## src/include/cart_config.svh

```systemverilog
/*
 * Cartridge manager constants
 * Header field offsets, default sizes and the backup RAM sector width
 */
`ifndef CART_CONFIG_SVH
`define CART_CONFIG_SVH

// ============================================================
// Loader byte addresses
// ============================================================

// Copier header in front of the ROM image
`define CART_HEADER_SKIP        25'h000200

// Size field of the internal header, per layout
`define CART_LOROM_SIZE_ADDR    25'h007FD6
`define CART_HIROM_SIZE_ADDR    25'h00FFD6
`define CART_EXHIROM_SIZE_ADDR  25'h40FFD6

// RAM size field follows the ROM size field
`define CART_RAM_SIZE_OFFSET    25'h000002

// Byte 1 bit 0 of this word carries the ROM region
`define CART_REGION_ADDR        25'h000002

// ============================================================
// Sizes
// ============================================================

`define CART_DEFAULT_ROM_SIZE   4'hC
`define CART_MASK_BASE          24'd1024
`define CART_SECTOR_BITS        9

`endif
```

## src/design/cart_pkg.sv

```systemverilog
/*
 * Cartridge manager types
 * Header layout selection, video region selection and the
 * backup RAM sync FSM states
 */
package cart_pkg;

	// ============================================================
	// Menu selections
	// ============================================================

	// ROM header layout, auto takes the loader's first word
	typedef enum logic [2:0] {
		LAYOUT_AUTO      = 3'd0,
		LAYOUT_NO_HEADER = 3'd1,
		LAYOUT_LOROM     = 3'd2,
		LAYOUT_HIROM     = 3'd3,
		LAYOUT_EXHIROM   = 3'd4
	} rom_layout_e;

	// Video region, the spare code acts as PAL
	typedef enum logic [1:0] {
		REGION_AUTO     = 2'd0,
		REGION_NTSC     = 2'd1,
		REGION_PAL      = 2'd2,
		REGION_PAL_ALT  = 2'd3
	} region_sel_e;

	// ============================================================
	// Backup RAM sync FSM
	// ============================================================

	// Request holds the SD strobe, wait end waits for the ack to fall
	typedef enum logic [1:0] {
		SYNC_IDLE     = 2'd0,
		SYNC_REQUEST  = 2'd1,
		SYNC_WAIT_END = 2'd2
	} sync_state_e;

endpackage

```

## src/design/cart_manager_top.sv

```systemverilog
/*
 * Cartridge manager
 * Header parsing, save RAM dirty tracking and backup RAM sync
 */
`timescale 1ns/100ps

module cart_manager_top import cart_pkg::*; (
	input  logic        clk_sys,
	input  logic        reset,
	// Loader stream
	input  logic        ioctl_download,
	input  logic [7:0]  ioctl_index,
	input  logic        ioctl_wr,
	input  logic [24:0] ioctl_addr,
	input  logic [15:0] ioctl_dout,
	// Menu options
	input  rom_layout_e rom_layout,
	input  region_sel_e video_region,
	input  logic        osd_status,
	input  logic        autosave,
	input  logic        bk_load,
	input  logic        bk_save,
	// Save image
	input  logic        img_mounted,
	input  logic        img_readonly,
	input  logic [63:0] img_size,
	// Save RAM bus from the core
	input  logic        bsram_ce_n,
	input  logic        bsram_we_n,
	// SD block port
	input  logic        sd_ack,
	output logic [31:0] sd_lba,
	output logic        sd_rd,
	output logic        sd_wr,
	// Cartridge setup
	output logic        cart_download,
	output logic [7:0]  rom_type,
	output logic [23:0] rom_mask,
	output logic [23:0] ram_mask,
	output logic        pal,
	output logic        bk_ena,
	output logic        bk_busy,
	output logic        bk_loading,
	output logic        led_user
);

	logic save_req;

	cart_header_parser u_parser (
		.clk_sys        (clk_sys),
		.reset          (reset),
		.ioctl_download (ioctl_download),
		.ioctl_index    (ioctl_index),
		.ioctl_wr       (ioctl_wr),
		.ioctl_addr     (ioctl_addr),
		.ioctl_dout     (ioctl_dout),
		.rom_layout     (rom_layout),
		.video_region   (video_region),
		.img_mounted    (img_mounted),
		.img_readonly   (img_readonly),
		.cart_download  (cart_download),
		.rom_type       (rom_type),
		.rom_mask       (rom_mask),
		.ram_mask       (ram_mask),
		.pal            (pal),
		.bk_ena         (bk_ena)
	);

	save_dirty_tracker u_tracker (
		.clk_sys       (clk_sys),
		.reset         (reset),
		.bsram_ce_n    (bsram_ce_n),
		.bsram_we_n    (bsram_we_n),
		.bk_ena        (bk_ena),
		.osd_status    (osd_status),
		.autosave      (autosave),
		.bk_save       (bk_save),
		.bk_busy       (bk_busy),
		.cart_download (cart_download),
		.save_req      (save_req),
		.led_user      (led_user)
	);

	backup_sync_sequencer u_sequencer (
		.clk_sys       (clk_sys),
		.reset         (reset),
		.bk_load       (bk_load),
		.save_req      (save_req),
		.bk_ena        (bk_ena),
		.cart_download (cart_download),
		.img_size      (img_size),
		.ram_mask      (ram_mask),
		.sd_ack        (sd_ack),
		.sd_lba        (sd_lba),
		.sd_rd         (sd_rd),
		.sd_wr         (sd_wr),
		.bk_busy       (bk_busy),
		.bk_loading    (bk_loading)
	);

endmodule

```

## src/design/backup_sync_sequencer.sv

```systemverilog
/*
 * Backup RAM sync sequencer
 * Moves the save RAM to or from the SD image one sector at a time
 */
`timescale 1ns/100ps
`include "cart_config.svh"

module backup_sync_sequencer import cart_pkg::*; (
	input  logic        clk_sys,
	input  logic        reset,
	input  logic        bk_load,
	input  logic        save_req,
	input  logic        bk_ena,
	input  logic        cart_download,
	input  logic [63:0] img_size,
	input  logic [23:0] ram_mask,
	input  logic        sd_ack,
	output logic [31:0] sd_lba,
	output logic        sd_rd,
	output logic        sd_wr,
	output logic        bk_busy,
	output logic        bk_loading
);

	sync_state_e state;
	logic        load_q, load_qq;
	logic        save_q, save_qq;
	logic        dl_q, dl_qq;
	logic        ack_q;
	logic        load_start;
	logic        save_start;
	logic        ack_fall;
	logic [23:0] last_sector;

	// ============================================================
	// Start conditions
	// ============================================================

	always_ff @(posedge clk_sys) begin
		if (!reset) begin
			load_q  <= 1'b0;
			load_qq <= 1'b0;
			save_q  <= 1'b0;
			save_qq <= 1'b0;
			dl_q    <= 1'b0;
			dl_qq   <= 1'b0;
			ack_q   <= 1'b0;
		end else begin
			load_q  <= bk_load & bk_ena;
			load_qq <= load_q;
			save_q  <= save_req & bk_ena;
			save_qq <= save_q;
			dl_q    <= cart_download;
			dl_qq   <= dl_q;
			ack_q   <= sd_ack;
		end
	end

	// End of a download pulls in an existing save file
	assign load_start = (load_q & ~load_qq) | (dl_qq & ~dl_q & (|img_size) & bk_ena);
	assign save_start = save_q & ~save_qq;
	assign ack_fall = ack_q & ~sd_ack;

	assign last_sector = ram_mask >> `CART_SECTOR_BITS;
	assign bk_busy = (state != SYNC_IDLE);

	// ============================================================
	// Sector FSM
	// ============================================================

	always_ff @(posedge clk_sys) begin
		if (!reset) begin
			state      <= SYNC_IDLE;
			sd_lba     <= 32'd0;
			sd_rd      <= 1'b0;
			sd_wr      <= 1'b0;
			bk_loading <= 1'b0;
		end else begin
			case (state)
				SYNC_IDLE: begin
					if (load_start || save_start) begin
						state      <= SYNC_REQUEST;
						sd_lba     <= 32'd0;
						bk_loading <= load_start;
						sd_rd      <= load_start;
						sd_wr      <= ~load_start;
					end
				end
				SYNC_REQUEST: begin
					// Host has taken the sector request
					if (sd_ack) begin
						sd_rd <= 1'b0;
						sd_wr <= 1'b0;
						state <= SYNC_WAIT_END;
					end
				end
				SYNC_WAIT_END: begin
					if (ack_fall) begin
						if (sd_lba >= {8'd0, last_sector}) begin
							state      <= SYNC_IDLE;
							bk_loading <= 1'b0;
						end else begin
							state  <= SYNC_REQUEST;
							sd_lba <= sd_lba + 32'd1;
							sd_rd  <= bk_loading;
							sd_wr  <= ~bk_loading;
						end
					end
				end
				default: state <= SYNC_IDLE;
			endcase
		end
	end

endmodule

```

## src/design/save_dirty_tracker.sv

```systemverilog
/*
 * Save RAM dirty tracker
 * Flags unsaved backup RAM writes, raises the save request and
 * drives the activity LED
 */
`timescale 1ns/100ps

module save_dirty_tracker import cart_pkg::*; (
	input  logic clk_sys,
	input  logic reset,
	input  logic bsram_ce_n,
	input  logic bsram_we_n,
	input  logic bk_ena,
	input  logic osd_status,
	input  logic autosave,
	input  logic bk_save,
	input  logic bk_busy,
	input  logic cart_download,
	output logic save_req,
	output logic led_user
);

	logic bsram_write;
	logic bk_pending;

	assign bsram_write = ~bsram_ce_n & ~bsram_we_n;

	// Writes made while the menu is open are not counted
	always_ff @(posedge clk_sys) begin
		if (!reset) begin
			bk_pending <= 1'b0;
		end else if (bk_ena && !osd_status && bsram_write) begin
			bk_pending <= 1'b1;
		end else if (bk_busy) begin
			bk_pending <= 1'b0;
		end
	end

	// Autosave fires once the menu opens
	assign save_req = bk_save | (bk_pending & osd_status & autosave);

	assign led_user = cart_download | (autosave & bk_pending);

endmodule

```

## src/design/cart_header_parser.sv

```systemverilog
/*
 * Cartridge header parser
 * Watches the loader stream and derives ROM type, ROM and RAM masks,
 * the video region and whether battery-backed RAM can be saved
 */
`timescale 1ns/100ps
`include "cart_config.svh"

module cart_header_parser import cart_pkg::*; (
	input  logic        clk_sys,
	input  logic        reset,
	input  logic        ioctl_download,
	input  logic [7:0]  ioctl_index,
	input  logic        ioctl_wr,
	input  logic [24:0] ioctl_addr,
	input  logic [15:0] ioctl_dout,
	input  rom_layout_e rom_layout,
	input  region_sel_e video_region,
	input  logic        img_mounted,
	input  logic        img_readonly,
	output logic        cart_download,
	output logic [7:0]  rom_type,
	output logic [23:0] rom_mask,
	output logic [23:0] ram_mask,
	output logic        pal,
	output logic        bk_ena
);

	logic [3:0]  rom_size;
	logic [3:0]  ram_size;
	logic        rom_region;
	logic        old_download;
	logic        layout_forced;
	logic [24:0] size_addr;
	logic [24:0] ram_size_addr;

	// All-ones index is a non-cartridge target
	assign cart_download = ioctl_download & ~(&ioctl_index);

	// ============================================================
	// Forced layout header location
	// ============================================================

	always_comb begin
		layout_forced = 1'b1;
		case (rom_layout)
			LAYOUT_LOROM:   size_addr = `CART_LOROM_SIZE_ADDR + `CART_HEADER_SKIP;
			LAYOUT_HIROM:   size_addr = `CART_HIROM_SIZE_ADDR + `CART_HEADER_SKIP;
			LAYOUT_EXHIROM: size_addr = `CART_EXHIROM_SIZE_ADDR + `CART_HEADER_SKIP;
			default: begin
				layout_forced = 1'b0;
				size_addr = '0;
			end
		endcase
	end

	assign ram_size_addr = size_addr + `CART_RAM_SIZE_OFFSET;

	// ============================================================
	// Header capture
	// ============================================================

	always_ff @(posedge clk_sys) begin
		if (!reset) begin
			rom_size   <= `CART_DEFAULT_ROM_SIZE;
			ram_size   <= 4'd0;
			rom_type   <= 8'd0;
			rom_region <= 1'b0;
		end else if (cart_download && ioctl_wr) begin
			if (ioctl_addr == 25'd0) begin
				rom_size <= `CART_DEFAULT_ROM_SIZE;
				ram_size <= 4'd0;
				// Loader puts the size nibbles in the low byte
				if (rom_layout == LAYOUT_AUTO && ioctl_dout[7:0] != 8'd0) begin
					{ram_size, rom_size} <= ioctl_dout[7:0];
				end
				case (rom_layout)
					LAYOUT_NO_HEADER: rom_type <= 8'd0;
					LAYOUT_LOROM:     rom_type <= 8'd0;
					LAYOUT_HIROM:     rom_type <= 8'd1;
					LAYOUT_EXHIROM:   rom_type <= 8'd2;
					default:          rom_type <= ioctl_dout[15:8];
				endcase
			end
			if (ioctl_addr == `CART_REGION_ADDR) begin
				rom_region <= ioctl_dout[8];
			end
			if (layout_forced && ioctl_addr == size_addr) begin
				rom_size <= ioctl_dout[11:8];
			end
			if (layout_forced && ioctl_addr == ram_size_addr) begin
				ram_size <= ioctl_dout[3:0];
			end
		end
	end

	// Masks trail the size fields by one cycle
	always_ff @(posedge clk_sys) begin
		if (!reset) begin
			rom_mask <= 24'd0;
			ram_mask <= 24'd0;
		end else begin
			rom_mask <= (`CART_MASK_BASE << rom_size) - 24'd1;
			ram_mask <= (ram_size != 4'd0) ? (`CART_MASK_BASE << ram_size) - 24'd1 : 24'd0;
		end
	end

	assign pal = (video_region == REGION_AUTO) ? rom_region : (video_region != REGION_NTSC);

	// ============================================================
	// Save enable
	// ============================================================

	// The save image is mounted by the time the download ends
	always_ff @(posedge clk_sys) begin
		if (!reset) begin
			old_download <= 1'b0;
			bk_ena       <= 1'b0;
		end else begin
			old_download <= cart_download;
			if (!old_download && cart_download) begin
				bk_ena <= 1'b0;
			end
			if (cart_download && img_mounted && !img_readonly) begin
				bk_ena <= |ram_mask;
			end
		end
	end

endmodule

```

## config.mk

```make
export PLATFORM = sky130hd
export DESIGN_NAME = cart_manager_top
export DESIGN_NICKNAME = d
export VERILOG_FILES = /design/src/design/cart_pkg.sv /design/src/design/cart_manager_top.sv /design/src/design/backup_sync_sequencer.sv /design/src/design/save_dirty_tracker.sv /design/src/design/cart_header_parser.sv
export VERILOG_INCLUDE_DIRS = /design/src /design/src/include
export SDC_FILE = /design/constraint.sdc
export NUM_CORES = 1
export LEC_CHECK = 0
export ABC_AREA = 1
export BUFFER_PORTS_ARGS = -buffer_cell sky130_fd_sc_hd__clkbuf_2
export CORE_ASPECT_RATIO = 1.25
export CORE_MARGIN = 2
export CORE_UTILIZATION = 49
export DETAILED_ROUTE_END_ITERATION = 10
export PLACE_DENSITY = 0.88
export SLEW_MARGIN = 15
export SYNTH_ARGS = -nofsm -noshare
export SYNTH_HDL_FRONTEND = slang
export SYNTH_SLANG_ARGS = --single-unit
```

## constraint.sdc

```tcl
create_clock -name clk_sys -period 2.3 [get_ports clk_sys]
set_input_delay 0.46 -clock clk_sys [delete_from_list [all_inputs] [get_ports clk_sys]]
set_output_delay 0.46 -clock clk_sys [all_outputs]
set_load 0.1 [all_outputs]
```

==> results of run 1 <==
[worst max-delay path, stage by stage (launching register included)]
cell and delay [ns]:
sky130_fd_sc_hd__dfxtp_1 0.39, sky130_fd_sc_hd__inv_1 0.10, sky130_fd_sc_hd__ha_1 0.22, sky130_fd_sc_hd__inv_1 0.13, sky130_fd_sc_hd__clkbuf_2 0.49
[power by group through the flow]
stage / Combinational, mW / Clock (mW) / Sequential [mW]
final: 1.31 / 1.53 / 1.70
after CTS: 1.29 / 1.55 / 1.70
after global placement: 1.27 / 0 / 1.74
after global routing: 1.40 / 1.62 / 1.71
after floorplan: 0.697 / 0 / 1.98
after detailed placement: 1.29 / 0 / 1.74
[state kept, by name, indices dropped and copies added, names as in the netlist, 2 cells and up]
register / count
u_sequencer.sd_lba: 32
u_parser.rom_size: 4
u_parser.ram_size: 4
u_parser.rom_mask: 15
u_sequencer.state: 2
u_parser.ram_mask: 15
u_parser.rom_type: 8
[per-layer routing]
layer	track usage (%)	part of all wire [%]
met1	30.4	41
met2	46.0	50
met3	4.90	6.1
met4	11.7	3.3
met5	0	0
[area by class of cell]
class	instances	area, µm²
fill	991	3770
multi-input combinational	593	2910
sequential	93	1900
timing repair buffer	239	1250
inverter	96	360
clock buffer	9	225
tap	132	165
clock inverter	7	83.8
[how the worst min path moves through the flow]
| stage | startpoint | end |
|---|---|---|
| 6_report | sd_ack | u_sequencer.ack_q |
| 5_1_grt | sd_ack | u_sequencer.ack_q |
| 4_1_cts | sd_ack | u_sequencer.ack_q |
| 3_5_place_dp | u_sequencer.load_q | u_sequencer.load_qq |
| 3_3_place_gp | u_sequencer.load_q | u_sequencer.load_qq |
| 2_1_floorplan | u_sequencer.save_q | u_sequencer.save_qq |
[layout by cell type (no fill, tap or decap), types with 3 or more instances in the layout]
cell type and instances:
sky130_fd_sc_hd__nor2_2 3, sky130_fd_sc_hd__nand2_1 178, sky130_fd_sc_hd__a211oi_1 3, sky130_fd_sc_hd__clkbuf_2 224
sky130_fd_sc_hd__clkbuf_16 9, sky130_fd_sc_hd__inv_1 95, sky130_fd_sc_hd__xor2_1 9, sky130_fd_sc_hd__nand3b_1 4
sky130_fd_sc_hd__clkinvlp_4 3, sky130_fd_sc_hd__o21ai_0 19, sky130_fd_sc_hd__a21oi_1 42, sky130_fd_sc_hd__ha_1 23
sky130_fd_sc_hd__nand2_2 4, sky130_fd_sc_hd__nor4_1 7, sky130_fd_sc_hd__xnor2_1 3, sky130_fd_sc_hd__nand4_1 14
sky130_fd_sc_hd__nand3_1 62, sky130_fd_sc_hd__nor3_1 19, sky130_fd_sc_hd__dfxtp_2 31, sky130_fd_sc_hd__buf_4 14
sky130_fd_sc_hd__nor2_1 177, sky130_fd_sc_hd__dfxtp_1 62
[cells by family (layout without fill, tap and decap cells)]
| family | Yosys count | count (layout) |
|---|---|---|
| fa+ha+maj | 23 | 23 |
| flops | 93 | 93 |
| simple gates | 482 | 482 |
| compound gates | 76 | 76 |
| buf+inv | 134 | 351 |
| xor+xnor | 12 | 12 |
[stage by stage]
step                cells  hold slack [ns]  instance area, µm²  utilization, %  power, mW
finish               1169            0.330                6890            64.6       4.54
global route         1169            0.328                6890            64.6       4.73
CTS                  1169            0.315                6890            64.6       4.54
detailed placement   1153            0.417                6590            61.7       3.03
global placement     1153            0.411                6590            61.7       3.01
floorplan             820            0.407                5430               -       2.68
==> impl_metrics.sql, run 1 <==
INSERT INTO impl_metrics (metric_group, metric, value, unit) VALUES
('die', 'placement_rows', '42', ''),
('cells_and_area', 'antenna-diode-count', '0', ''),
('logic_synthesis', 'synth_top_cells_by_area', 'sky130_fd_sc_hd__dfxtp_1 (35%), sky130_fd_sc_hd__nand2_1 (12%), sky130_fd_sc_hd__nor2_1 (12%)', ''),
('logic_synthesis', 'synth_xor_xnor_area_share', '1.95', '%'),
('global_route', 'grt_max_degree', '26', ''),
('clock_tree', 'worst_setup_hold_path_clk_slew', '0.07', 'ns'),
('power_and_ir_drop', 'p_per_area', '658', 'nW/µm²'),
('clock_tree', 'cts_htree_levels', '3', ''),
('setup_path', 'critical_path_data_required_time', '1.84', 'ns'),
('die', 'die-area', '11800', 'µm²'),
('clock_tree', 'post_cts_resize_count', '0', ''),
('cells_and_area', 'area_growth_syn_to_layout', '28.1', '%'),
('setup_path', 'cp-end-kind', 'primary output', ''),
('place', 'place.detailed.hpwl', '12100', 'µm'),
('logic_synthesis', 'synth.area.mux_share', '0', '%'),
('die', 'die_width', '97.7', 'µm'),
('timing', 'pin_slew_with_the_least_headroom_to_its_limit', '0.578', 'ns'),
('power_and_ir_drop', 'fraction_of_power_consumed_by_combinational_cells', '28.8', '%'),
('clock_tree', 'clock_tree_from_tritoncts', 'yes', ''),
('timing', 'final.period_utilization', '92.5', '%'),
('timing', 'final.min_clock_period', '2.13', 'ns'),
('timing', 'timing.slew.headroom', '61.6', '%'),
('setup_path', 'ff2ff_path_depth', '12', ''),
('routing', 'drt_first_iter_violations', '205', ''),
('cells_and_area', 'post_route_cells_drive_above_1_share', '29.5', '%'),
('clock_tree', 'clock_latency_on_the_worst_skew_pair', '0.34', 'ns'),
('setup_path', 'timing.critical_path.fanout_max', '4', ''),
('timing', 'finClkSkew', '0.00765', 'ns'),
('die', 'design.core.area', '10700', 'µm²'),
('logic_synthesis', 'synth-compound-area-share', '7.90', '%'),
('logic_synthesis', 'synth_enable_flop_cells', '0', ''),
('logic_synthesis', 'synth_seq_area_share', '34.6', '%'),
('logic_synthesis', 'synth_simple_gate_area_share', '38.8', '%'),
('timing', 'max_clock_freq', '470', 'MHz'),
('clock_tree', 'cts_hold_buf', '0', ''),
('logic_synthesis', 'yosys.area.top_type', 'sky130_fd_sc_hd__dfxtp_1', ''),
('place', 'port-buffer-count', '226', ''),
('routing', 'drtAntennaViolNets', '0', ''),
('routing', 'post-route-drc-count', '0', ''),
('logic_synthesis', 'asyncSetResetFlopFracSynth', '0', '%'),
('clock_tree', 'number_of_clock_buffers_inserted_by_tritoncts', '9', ''),
('job', 'cap_violations', '0', ''),
('clock_tree', 'clock_tree.buffer_depth', '2', ''),
('timing', 'rsz0062_at_grt', 'false', ''),
('routing', 'route.detailed.wl_per_inst', '12.9', 'µm'),
('logic_synthesis', 'synth_adder_area_share', '5.35', '%'),
('routing', 'viasPerCell', '5.09', ''),
('run_status', 'result_of_the_run', 'finished clean', ''),
('power_and_ir_drop', 'netSwitchingFraction', '36.7', '%'),
('die', 'io_pins', '227', ''),
('setup_path', 'timing.critical_path.from_type', 'register', ''),
('logic_synthesis', 'synth_seq_cells', '93', ''),
('hold_path', 'worst_hold_path_type', 'in -> reg', ''),
('hold_path', 'hold_path_depth', '3', ''),
('power_and_ir_drop', 'worst_voltage_drop_across_the_vdd_grid', '359', 'µV'),
('setup_path', 'rrSetupSlack', '0.24', 'ns'),
('timing', 'timing.final.hold_violations', '0', ''),
('timing', 'timing_max_transition_violations_final', '0', ''),
('setup_path', 'worstReg2RegEnd', 'u_sequencer.sd_lba[11]', ''),
('logic_synthesis', 'synth_top_family_by_area', 'simple AND/OR/NAND/NOR gates', ''),
('clock_tree', 'numClockSinks', '93', ''),
('logic_synthesis', 'ys.warnings.count', '0', ''),
('setup_path', 'timing.critical_path.from', 'u_sequencer.state[0]', ''),
('logic_synthesis', 'synth.cell_area', '5380', 'µm²'),
('logic_synthesis', 'syn_nets', '974', ''),
('logic_synthesis', 'cell_types_with_the_highest_counts_after_synthesis', 'sky130_fd_sc_hd__nand2_1 (178), sky130_fd_sc_hd__nor2_1 (177), sky130_fd_sc_hd__inv_1 (95)', ''),
('clock_tree', 'cts.root.buffer_cell', 'sky130_fd_sc_hd__clkbuf_16', ''),
('global_route', 'initial_antenna_violation_count', '0', ''),
('routing', 'detailedRoute.firstPassIterationCount', '5', ''),
('cells_and_area', 'finalNetCount', '1186', ''),
('global_route', 'grt_first_pass_wirelength', '25200', 'µm');
(Power assumes the default switching activity.)
==> inputs of run 2 (changes only) <==
- RECOVER_POWER: unset -> 50
==> run 2 against run 1 <==
Die area unchanged. Core utilization decreased by 0.74 points. Sequential share of layout area rose by 0.30 points. Global-route usage unchanged. Sequential power barely moved. Maximum frequency is essentially flat. Cell area shrank 1.1%. Critical path depth unchanged. Register-to-register slack about the same. Clock skew rose by 0.00092 ns. Via count is 0.27% lower. Worst hold slack got worse by 0.00076 ns.
==> impl_metrics.sql, run 2 (same netlist as run 1, synthesis figures left out) <==
INSERT INTO impl_metrics (metric_group, metric, value, unit) VALUES
('run_status', 'result_of_the_run', 'finished clean', ''),
('cells_and_area', 'fin_util', '63.9', '%'),
('hold_path', 'worst_hold_path_type', 'in -> reg', ''),
('timing', 'final.setup.tns', '0', 'ns'),
('routing', 'viasPerCell', '5.07', ''),
('clock_tree', 'worst_setup_hold_path_clk_slew', '0.07', 'ns'),
('global_route', 'grt.total_usage', '26.0', '%'),
('power_and_ir_drop', 'fin_total_pwr', '4.52', 'mW'),
('setup_path', 'worstPathArrival', '1.67', 'ns'),
('die', 'initial_core_util', '50.5', '%'),
('global_route', 'grt_max_degree', '26', ''),
('die', 'die-area', '11800', 'µm²'),
('clock_tree', 'number_of_clock_buffers_inserted_by_tritoncts', '9', ''),
('cells_and_area', 'largest_reg_flops', '32', ''),
('timing', 'report.final.setup_viol', '0', ''),
('cells_and_area', 'area_growth_syn_to_layout', '26.6', '%'),
('routing', 'vias', '5929', ''),
('setup_path', 'timing.critical_path.from_type', 'register', ''),
('clock_tree', 'post_cts_resize_count', '0', ''),
('timing', 'postLayoutSetupSlackWorst', '0.175', 'ns'),
('place', 'pre_cts_setup_slack', '0.195', 'ns'),
('place', 'gpl.final_weighted_congestion', '0.922', ''),
('global_route', 'grt_pass1_vias', '5622', ''),
('setup_path', 'critical_path_data_required_time', '1.84', 'ns'),
('power_and_ir_drop', 'power_leakage', '3.25', 'nW'),
('routing', 'post-route-drc-count', '0', ''),
('cells_and_area', 'regs_by_ff_count', 'u_sequencer.sd_lba x32, u_parser.ram_mask x15, u_parser.rom_mask x15', ''),
('clock_tree', 'cts.repair_timing.setup_buffer_count', '0', ''),
('timing', 'finClkSkew', '0.00858', 'ns'),
('job', 'cap_violations', '0', ''),
('setup_path', 'slowest_stage', 'sky130_fd_sc_hd__clkbuf_2', ''),
('timing', 'final.period_utilization', '92.4', '%'),
('die', 'io_pins', '227', ''),
('power_and_ir_drop', 'p_per_area', '663', 'nW/µm²'),
('place', 'port-buffer-count', '226', ''),
('cells_and_area', 'regMostFlops', 'u_sequencer.sd_lba', ''),
('power_and_ir_drop', 'worst_voltage_drop_across_the_vdd_grid', '359', 'µV'),
('place', 'place.detailed.hpwl', '12100', 'µm'),
('routing', 'wl', '15100', 'µm'),
('cells_and_area', 'final_common_cell', 'sky130_fd_sc_hd__nand2_1', ''),
('clock_tree', 'clock_tree.buffer_depth', '2', ''),
('setup_path', 'ff2ff_path_depth', '12', ''),
('setup_path', 'critPathKind', 'reg -> out', ''),
('timing', 'max_clock_freq', '471', 'MHz'),
('timing', 'timing.final.hold_violations', '0', ''),
('setup_path', 'cp-end-kind', 'primary output', ''),
('clock_tree', 'cts_hold_buf', '0', ''),
('clock_tree', 'cts.root.buffer_cell', 'sky130_fd_sc_hd__clkbuf_16', ''),
('clock_tree', 'numClockSinks', '93', ''),
('die', 'die_width', '97.7', 'µm'),
('setup_path', 'most_repeated_library_cell_on_the_critical_path', 'sky130_fd_sc_hd__inv_1', ''),
('setup_path', 'timing.critical_path.fanout_max', '4', ''),
('timing', 'rsz0062_at_grt', 'false', ''),
('die', 'placement_rows', '42', ''),
('global_route', 'global_route.overflow_total', '0', ''),
('global_route', 'initial_antenna_violation_count', '0', ''),
('setup_path', 'path_cells', 'inv_1 > ha_1 > inv_1 > clkbuf_2', ''),
('cells_and_area', 'antenna-diode-count', '0', ''),
('routing', 'detailedRoute.firstPassIterationCount', '5', ''),
('die', 'die_height', '121', 'µm'),
('clock_tree', 'clock_tree_from_tritoncts', 'yes', ''),
('die', 'design.core.area', '10700', 'µm²'),
('setup_path', 'slowest_delay', '0.49', 'ns'),
('clock_tree', 'clock_latency_on_the_worst_skew_pair', '0.34', 'ns'),
('cells_and_area', 'layout_common_cells', 'sky130_fd_sc_hd__nand2_1 (178), sky130_fd_sc_hd__nor2_1 (177), sky130_fd_sc_hd__clkbuf_2 (168)', ''),
('timing', 'timing_max_transition_violations_final', '0', ''),
('clock_tree', 'cts_htree_levels', '3', ''),
('hold_path', 'hold_path_depth', '3', ''),
('global_route', 'grt_first_pass_wirelength', '25200', 'µm'),
('timing', 'pin_slew_with_the_least_headroom_to_its_limit', '1.22', 'ns'),
('routing', 'route.detailed.wl_per_inst', '12.9', 'µm'),
('cells_and_area', 'finalNetCount', '1186', ''),
('timing', 'timing.slew.headroom', '19.0', '%'),
('timing', 'final.min_clock_period', '2.13', 'ns'),
('routing', 'drtAntennaViolNets', '0', ''),
('routing', 'drt_first_iter_violations', '248', ''),
('cells_and_area', 'post_route_cells_drive_above_1_share', '23.7', '%');
run 2: metrics by stage:
step | area (µm²) | cells | hold slack, ns
after CTS | 6890 | 1169 | 0.315
final | 6820 | 1169 | 0.329
after global placement | 6590 | 1153 | 0.411
after detailed placement | 6590 | 1153 | 0.417
after global routing | 6820 | 1169 | 0.328
after floorplan | 5430 | 820 | 0.407
run 2: worst paths after layout:
kind	startpoint	end	slack [ns]
min	sd_ack	u_sequencer.ack_q	0.33
min reg2reg	u_sequencer.save_q	u_sequencer.save_qq	0.43
max reg2reg	u_parser.ram_mask[22]	u_sequencer.sd_lba[11]	0.24
max	u_sequencer.state[0]	bk_busy	0.17
run 2: power by group:
group          switching (mW)  total [mW]  leakage [nW]  internal, mW
logic                   0.954        1.30          2.34         0.341
clock network           0.665        1.52         0.142         0.859
registers              0.0412        1.70         0.771          1.66
run 2: worst max-delay path, delay by kind of cell, from the launching register on:
kind       cells  cell delay (ns)
fa+ha+maj      1             0.22
flops          1             0.39
buf+inv        3             0.72
run 2: final cells by class:
class	count	area [µm²]
Multi-Input combinational cell	593	2910
Tap cell	132	165
Clock inverter	7	83.8
Clock buffer	9	225
Sequential cell	93	1900
Inverter	96	360
Timing Repair Buffer	239	1170
Fill cell	1005	3850
run 2: metal layers:
layer | GRT usage, % | routed length [µm] | vias up
li1 | - | - | 3024
met2 | 46.0 | 7550 | 240
met3 | 4.90 | 897 | 47
met4 | 11.7 | 484 | 0
met1 | 30.4 | 6200 | 2618
met5 | 0 | 0 | -
==> inputs of run 3 (changes only) <==
- clock period: 2.3 -> 2.26 ns (I/O delays scaled with it)
==> run 3 against run 2 <==
Non-clock buffer count is 1 lower. Wire length fell by 1.0%. Clock skew is 0.00097 ns lower. Count of clock-buffer cells in the layout is the same. Die area is the same. Final cell count hardly changed. Core utilization grew 0.059 points. Sequential share of layout area shrank 0.14 points. Setup slack got worse by 0.023 ns. Cell area hardly changed. Largest cell class unchanged.
==> impl_metrics.sql, run 3 (same netlist as run 1, synthesis figures left out) <==
INSERT INTO impl_metrics (metric_group, metric, value, unit) VALUES
('run_status', 'result_of_the_run', 'finished clean', ''),
('global_route', 'grt_first_pass_wirelength', '25200', 'µm'),
('place', 'dpl-instance-area', '6590', 'µm²'),
('setup_path', 'cp-endpoint', 'bk_busy', ''),
('routing', 'wl', '15000', 'µm'),
('timing', 'final.setup.tns', '0', 'ns'),
('routing', 'drt_first_iter_violations', '245', ''),
('cells_and_area', 'regs_by_ff_count', 'u_sequencer.sd_lba x32, u_parser.ram_mask x15, u_parser.rom_mask x15', ''),
('place', 'gpl.final_weighted_congestion', '0.899', ''),
('timing', 'timing_max_transition_violations_final', '0', ''),
('hold_path', 'worst_hold_path_type', 'in -> reg', ''),
('cells_and_area', 'area_growth_syn_to_layout', '26.7', '%'),
('power_and_ir_drop', 'sequentialPowerShare', '38.1', '%'),
('place', 'place.detailed.hpwl', '12200', 'µm'),
('routing', 'post-route-drc-count', '0', ''),
('power_and_ir_drop', 'fin_total_pwr', '4.55', 'mW'),
('clock_tree', 'worst_setup_hold_path_clk_slew', '0.06', 'ns'),
('power_and_ir_drop', 'power.net_switching', '1.66', 'mW'),
('cells_and_area', 'stdcell_count', '1168', ''),
('cells_and_area', 'fin_util', '63.9', '%'),
('routing', 'drtAntennaViolNets', '0', ''),
('timing', 'timing.slew.headroom', '19.7', '%'),
('power_and_ir_drop', 'clockPowerShare', '33.1', '%'),
('setup_path', 'worstPathArrival', '1.66', 'ns'),
('power_and_ir_drop', 'p_per_area', '667', 'nW/µm²'),
('global_route', 'grt_max_degree', '26', ''),
('setup_path', 'ff2ff_path_depth', '11', ''),
('die', 'die_width', '97.7', 'µm'),
('timing', 'final.min_clock_period', '2.11', 'ns'),
('place', 'port-buffer-count', '226', ''),
('clock_tree', 'clock_tree_from_tritoncts', 'yes', ''),
('clock_tree', 'clock_latency_on_the_worst_skew_pair', '0.34', 'ns'),
('global_route', 'grt_pass1_vias', '5645', ''),
('cells_and_area', 'post_route_cells_drive_above_1_share', '24.3', '%'),
('cells_and_area', 'area_of_the_multi_input_gates', '2920', 'µm²'),
('place', 'dp.cells', '1152', ''),
('timing', 'timing.final.hold_violations', '0', ''),
('die', 'io_pins', '227', ''),
('timing', 'max_clock_freq', '474', 'MHz'),
('setup_path', 'timing.critical_path.from', 'u_sequencer.state[0]', ''),
('timing', 'pin_slew_with_the_least_headroom_to_its_limit', '1.21', 'ns'),
('timing', 'report.final.setup_viol', '0', ''),
('die', 'placement_rows', '42', ''),
('cells_and_area', 'antenna-diode-count', '0', ''),
('power_and_ir_drop', 'power_leakage', '3.30', 'nW'),
('clock_tree', 'number_of_clock_buffers_inserted_by_tritoncts', '9', ''),
('routing', 'viasPerCell', '5.06', ''),
('power_and_ir_drop', 'worst_voltage_drop_across_the_vdd_grid', '421', 'µV'),
('timing', 'finClkSkew', '0.00761', 'ns'),
('setup_path', 'cp-end-kind', 'primary output', ''),
('routing', 'route.detailed.wl_per_inst', '12.8', 'µm'),
('die', 'design.core.area', '10700', 'µm²'),
('cells_and_area', 'layout.cell_area.non_filler', '6820', 'µm²'),
('cells_and_area', 'final-seq-area', '1890', 'µm²'),
('clock_tree', 'cts.repair_timing.setup_buffer_count', '0', ''),
('clock_tree', 'cts_htree_levels', '3', ''),
('cells_and_area', 'finalNetCount', '1185', ''),
('clock_tree', 'cts.root.buffer_cell', 'sky130_fd_sc_hd__clkbuf_16', ''),
('routing', 'detailedRoute.firstPassIterationCount', '5', ''),
('global_route', 'global_route.overflow_total', '0', ''),
('power_and_ir_drop', 'fraction_of_power_consumed_by_combinational_cells', '28.9', '%'),
('die', 'initial_core_util', '50.5', '%'),
('cells_and_area', 'layout_common_cells', 'sky130_fd_sc_hd__clkbuf_2 (181), sky130_fd_sc_hd__nand2_1 (178), sky130_fd_sc_hd__nor2_1 (177)', ''),
('power_and_ir_drop', 'internal-power', '2.89', 'mW'),
('setup_path', 'worstReg2RegEnd', 'u_sequencer.sd_lba[8]', ''),
('clock_tree', 'clock_tree.buffer_depth', '2', ''),
('cells_and_area', 'final_common_cell', 'sky130_fd_sc_hd__clkbuf_2', ''),
('cells_and_area', 'largest_reg_flops', '32', ''),
('global_route', 'grt.total_usage', '25.8', '%'),
('global_route', 'initial_antenna_violation_count', '0', ''),
('die', 'die-area', '11800', 'µm²'),
('setup_path', 'critPathKind', 'reg -> out', ''),
('job', 'cap_violations', '0', ''),
('timing', 'final.period_utilization', '93.3', '%'),
('die', 'die_height', '121', 'µm'),
('setup_path', 'timing.critical_path.from_type', 'register', ''),
('setup_path', 'critical_path_data_required_time', '1.81', 'ns'),
('cells_and_area', 'fill_cells', '1004', ''),
('routing', 'vias', '5915', ''),
('timing', 'rsz0062_at_grt', 'false', ''),
('setup_path', 'timing.critical_path.fanout_max', '4', ''),
('setup_path', 'rrSetupSlack', '0.24', 'ns'),
('cells_and_area', 'regMostFlops', 'u_sequencer.sd_lba', ''),
('power_and_ir_drop', 'netSwitchingFraction', '36.4', '%'),
('setup_path', 'worst_r2r_startpoint', 'u_sequencer.sd_lba[13]', ''),
('clock_tree', 'numClockSinks', '93', '');
-- run 3: cell count changes in the layout (fill, tap and decap cells not counted), moves of 2 or more --
cell	previous run	this run
sky130_fd_sc_hd__clkinvlp_4	3	0
sky130_fd_sc_hd__dfxtp_1	63	69
sky130_fd_sc_hd__inv_6	0	2
sky130_fd_sc_hd__dfxtp_2	30	24
sky130_fd_sc_hd__clkbuf_1	58	45
sky130_fd_sc_hd__clkbuf_2	168	181
sky130_fd_sc_hd__clkinv_2	0	3
sky130_fd_sc_hd__buf_4	12	10
sky130_fd_sc_hd__inv_8	2	0
-- run 3: worst min path at each step --
stage                                   from                   to  slack, ns  cells past startpoint
after floorplan           u_sequencer.save_q  u_sequencer.save_qq       0.41                      2
final                                 sd_ack    u_sequencer.ack_q       0.31                      3
after global routing                  sd_ack    u_sequencer.ack_q       0.31                      3
after CTS                             sd_ack    u_sequencer.ack_q       0.30                      3
after global placement    u_sequencer.load_q  u_sequencer.load_qq       0.41                      2
after detailed placement  u_sequencer.load_q  u_sequencer.load_qq       0.42                      2
-- run 3: layer usage --
metal	up-vias	track usage, %	routed length (µm)
met5	-	0	0
met1	2645	29.5	6090
met2	219	46.9	7620
met4	0	9.20	322
met3	32	5.82	941
li1	3019	-	-
-- run 3: metrics by stage --
| stage | hold slack (ns) | setup WS, ns |
|---|---|---|
| 3_3_place_gp | 0.411 | 0.218 |
| 4_1_cts | 0.303 | 0.147 |
| 3_5_place_dp | 0.420 | 0.0930 |
| 5_1_grt | 0.312 | 0.0290 |
| 2_1_floorplan | 0.407 | 0.00498 |
| 6_report | 0.307 | 0.152 |
-- run 3: what timing repair did --
item	CTS	global route
endpoints found under the hold margin	0	0
endpoints found under the setup margin	0	3
resized for setup	0	1
hold buffers	0	0
-- run 3: worst max-delay path: stages, from the launching register on --
cell and delay [ns]:
sky130_fd_sc_hd__dfxtp_1 0.38, sky130_fd_sc_hd__inv_1 0.10, sky130_fd_sc_hd__ha_1 0.23, sky130_fd_sc_hd__inv_1 0.12
sky130_fd_sc_hd__clkbuf_2 0.48
-- run 3: area by class of cell --
type	instances	area share, %
multi-input cells	593	42.8
inverters	96	5.28
clock inverters	7	1.05
clock buffers	9	3.30
well taps	132	2.42
flip-flops and latches	93	27.7
repair buffers	238	17.4
-- run 3: power by group through the flow --
stage                     clock network (mW)  registers [mW]  logic, mW
after floorplan                            0            2.01      0.709
after global placement                     0            1.77       1.28
after detailed placement                   0            1.77       1.30
after CTS                               1.53            1.73       1.30
after global routing                    1.60            1.74       1.43
final                                   1.50            1.73       1.31
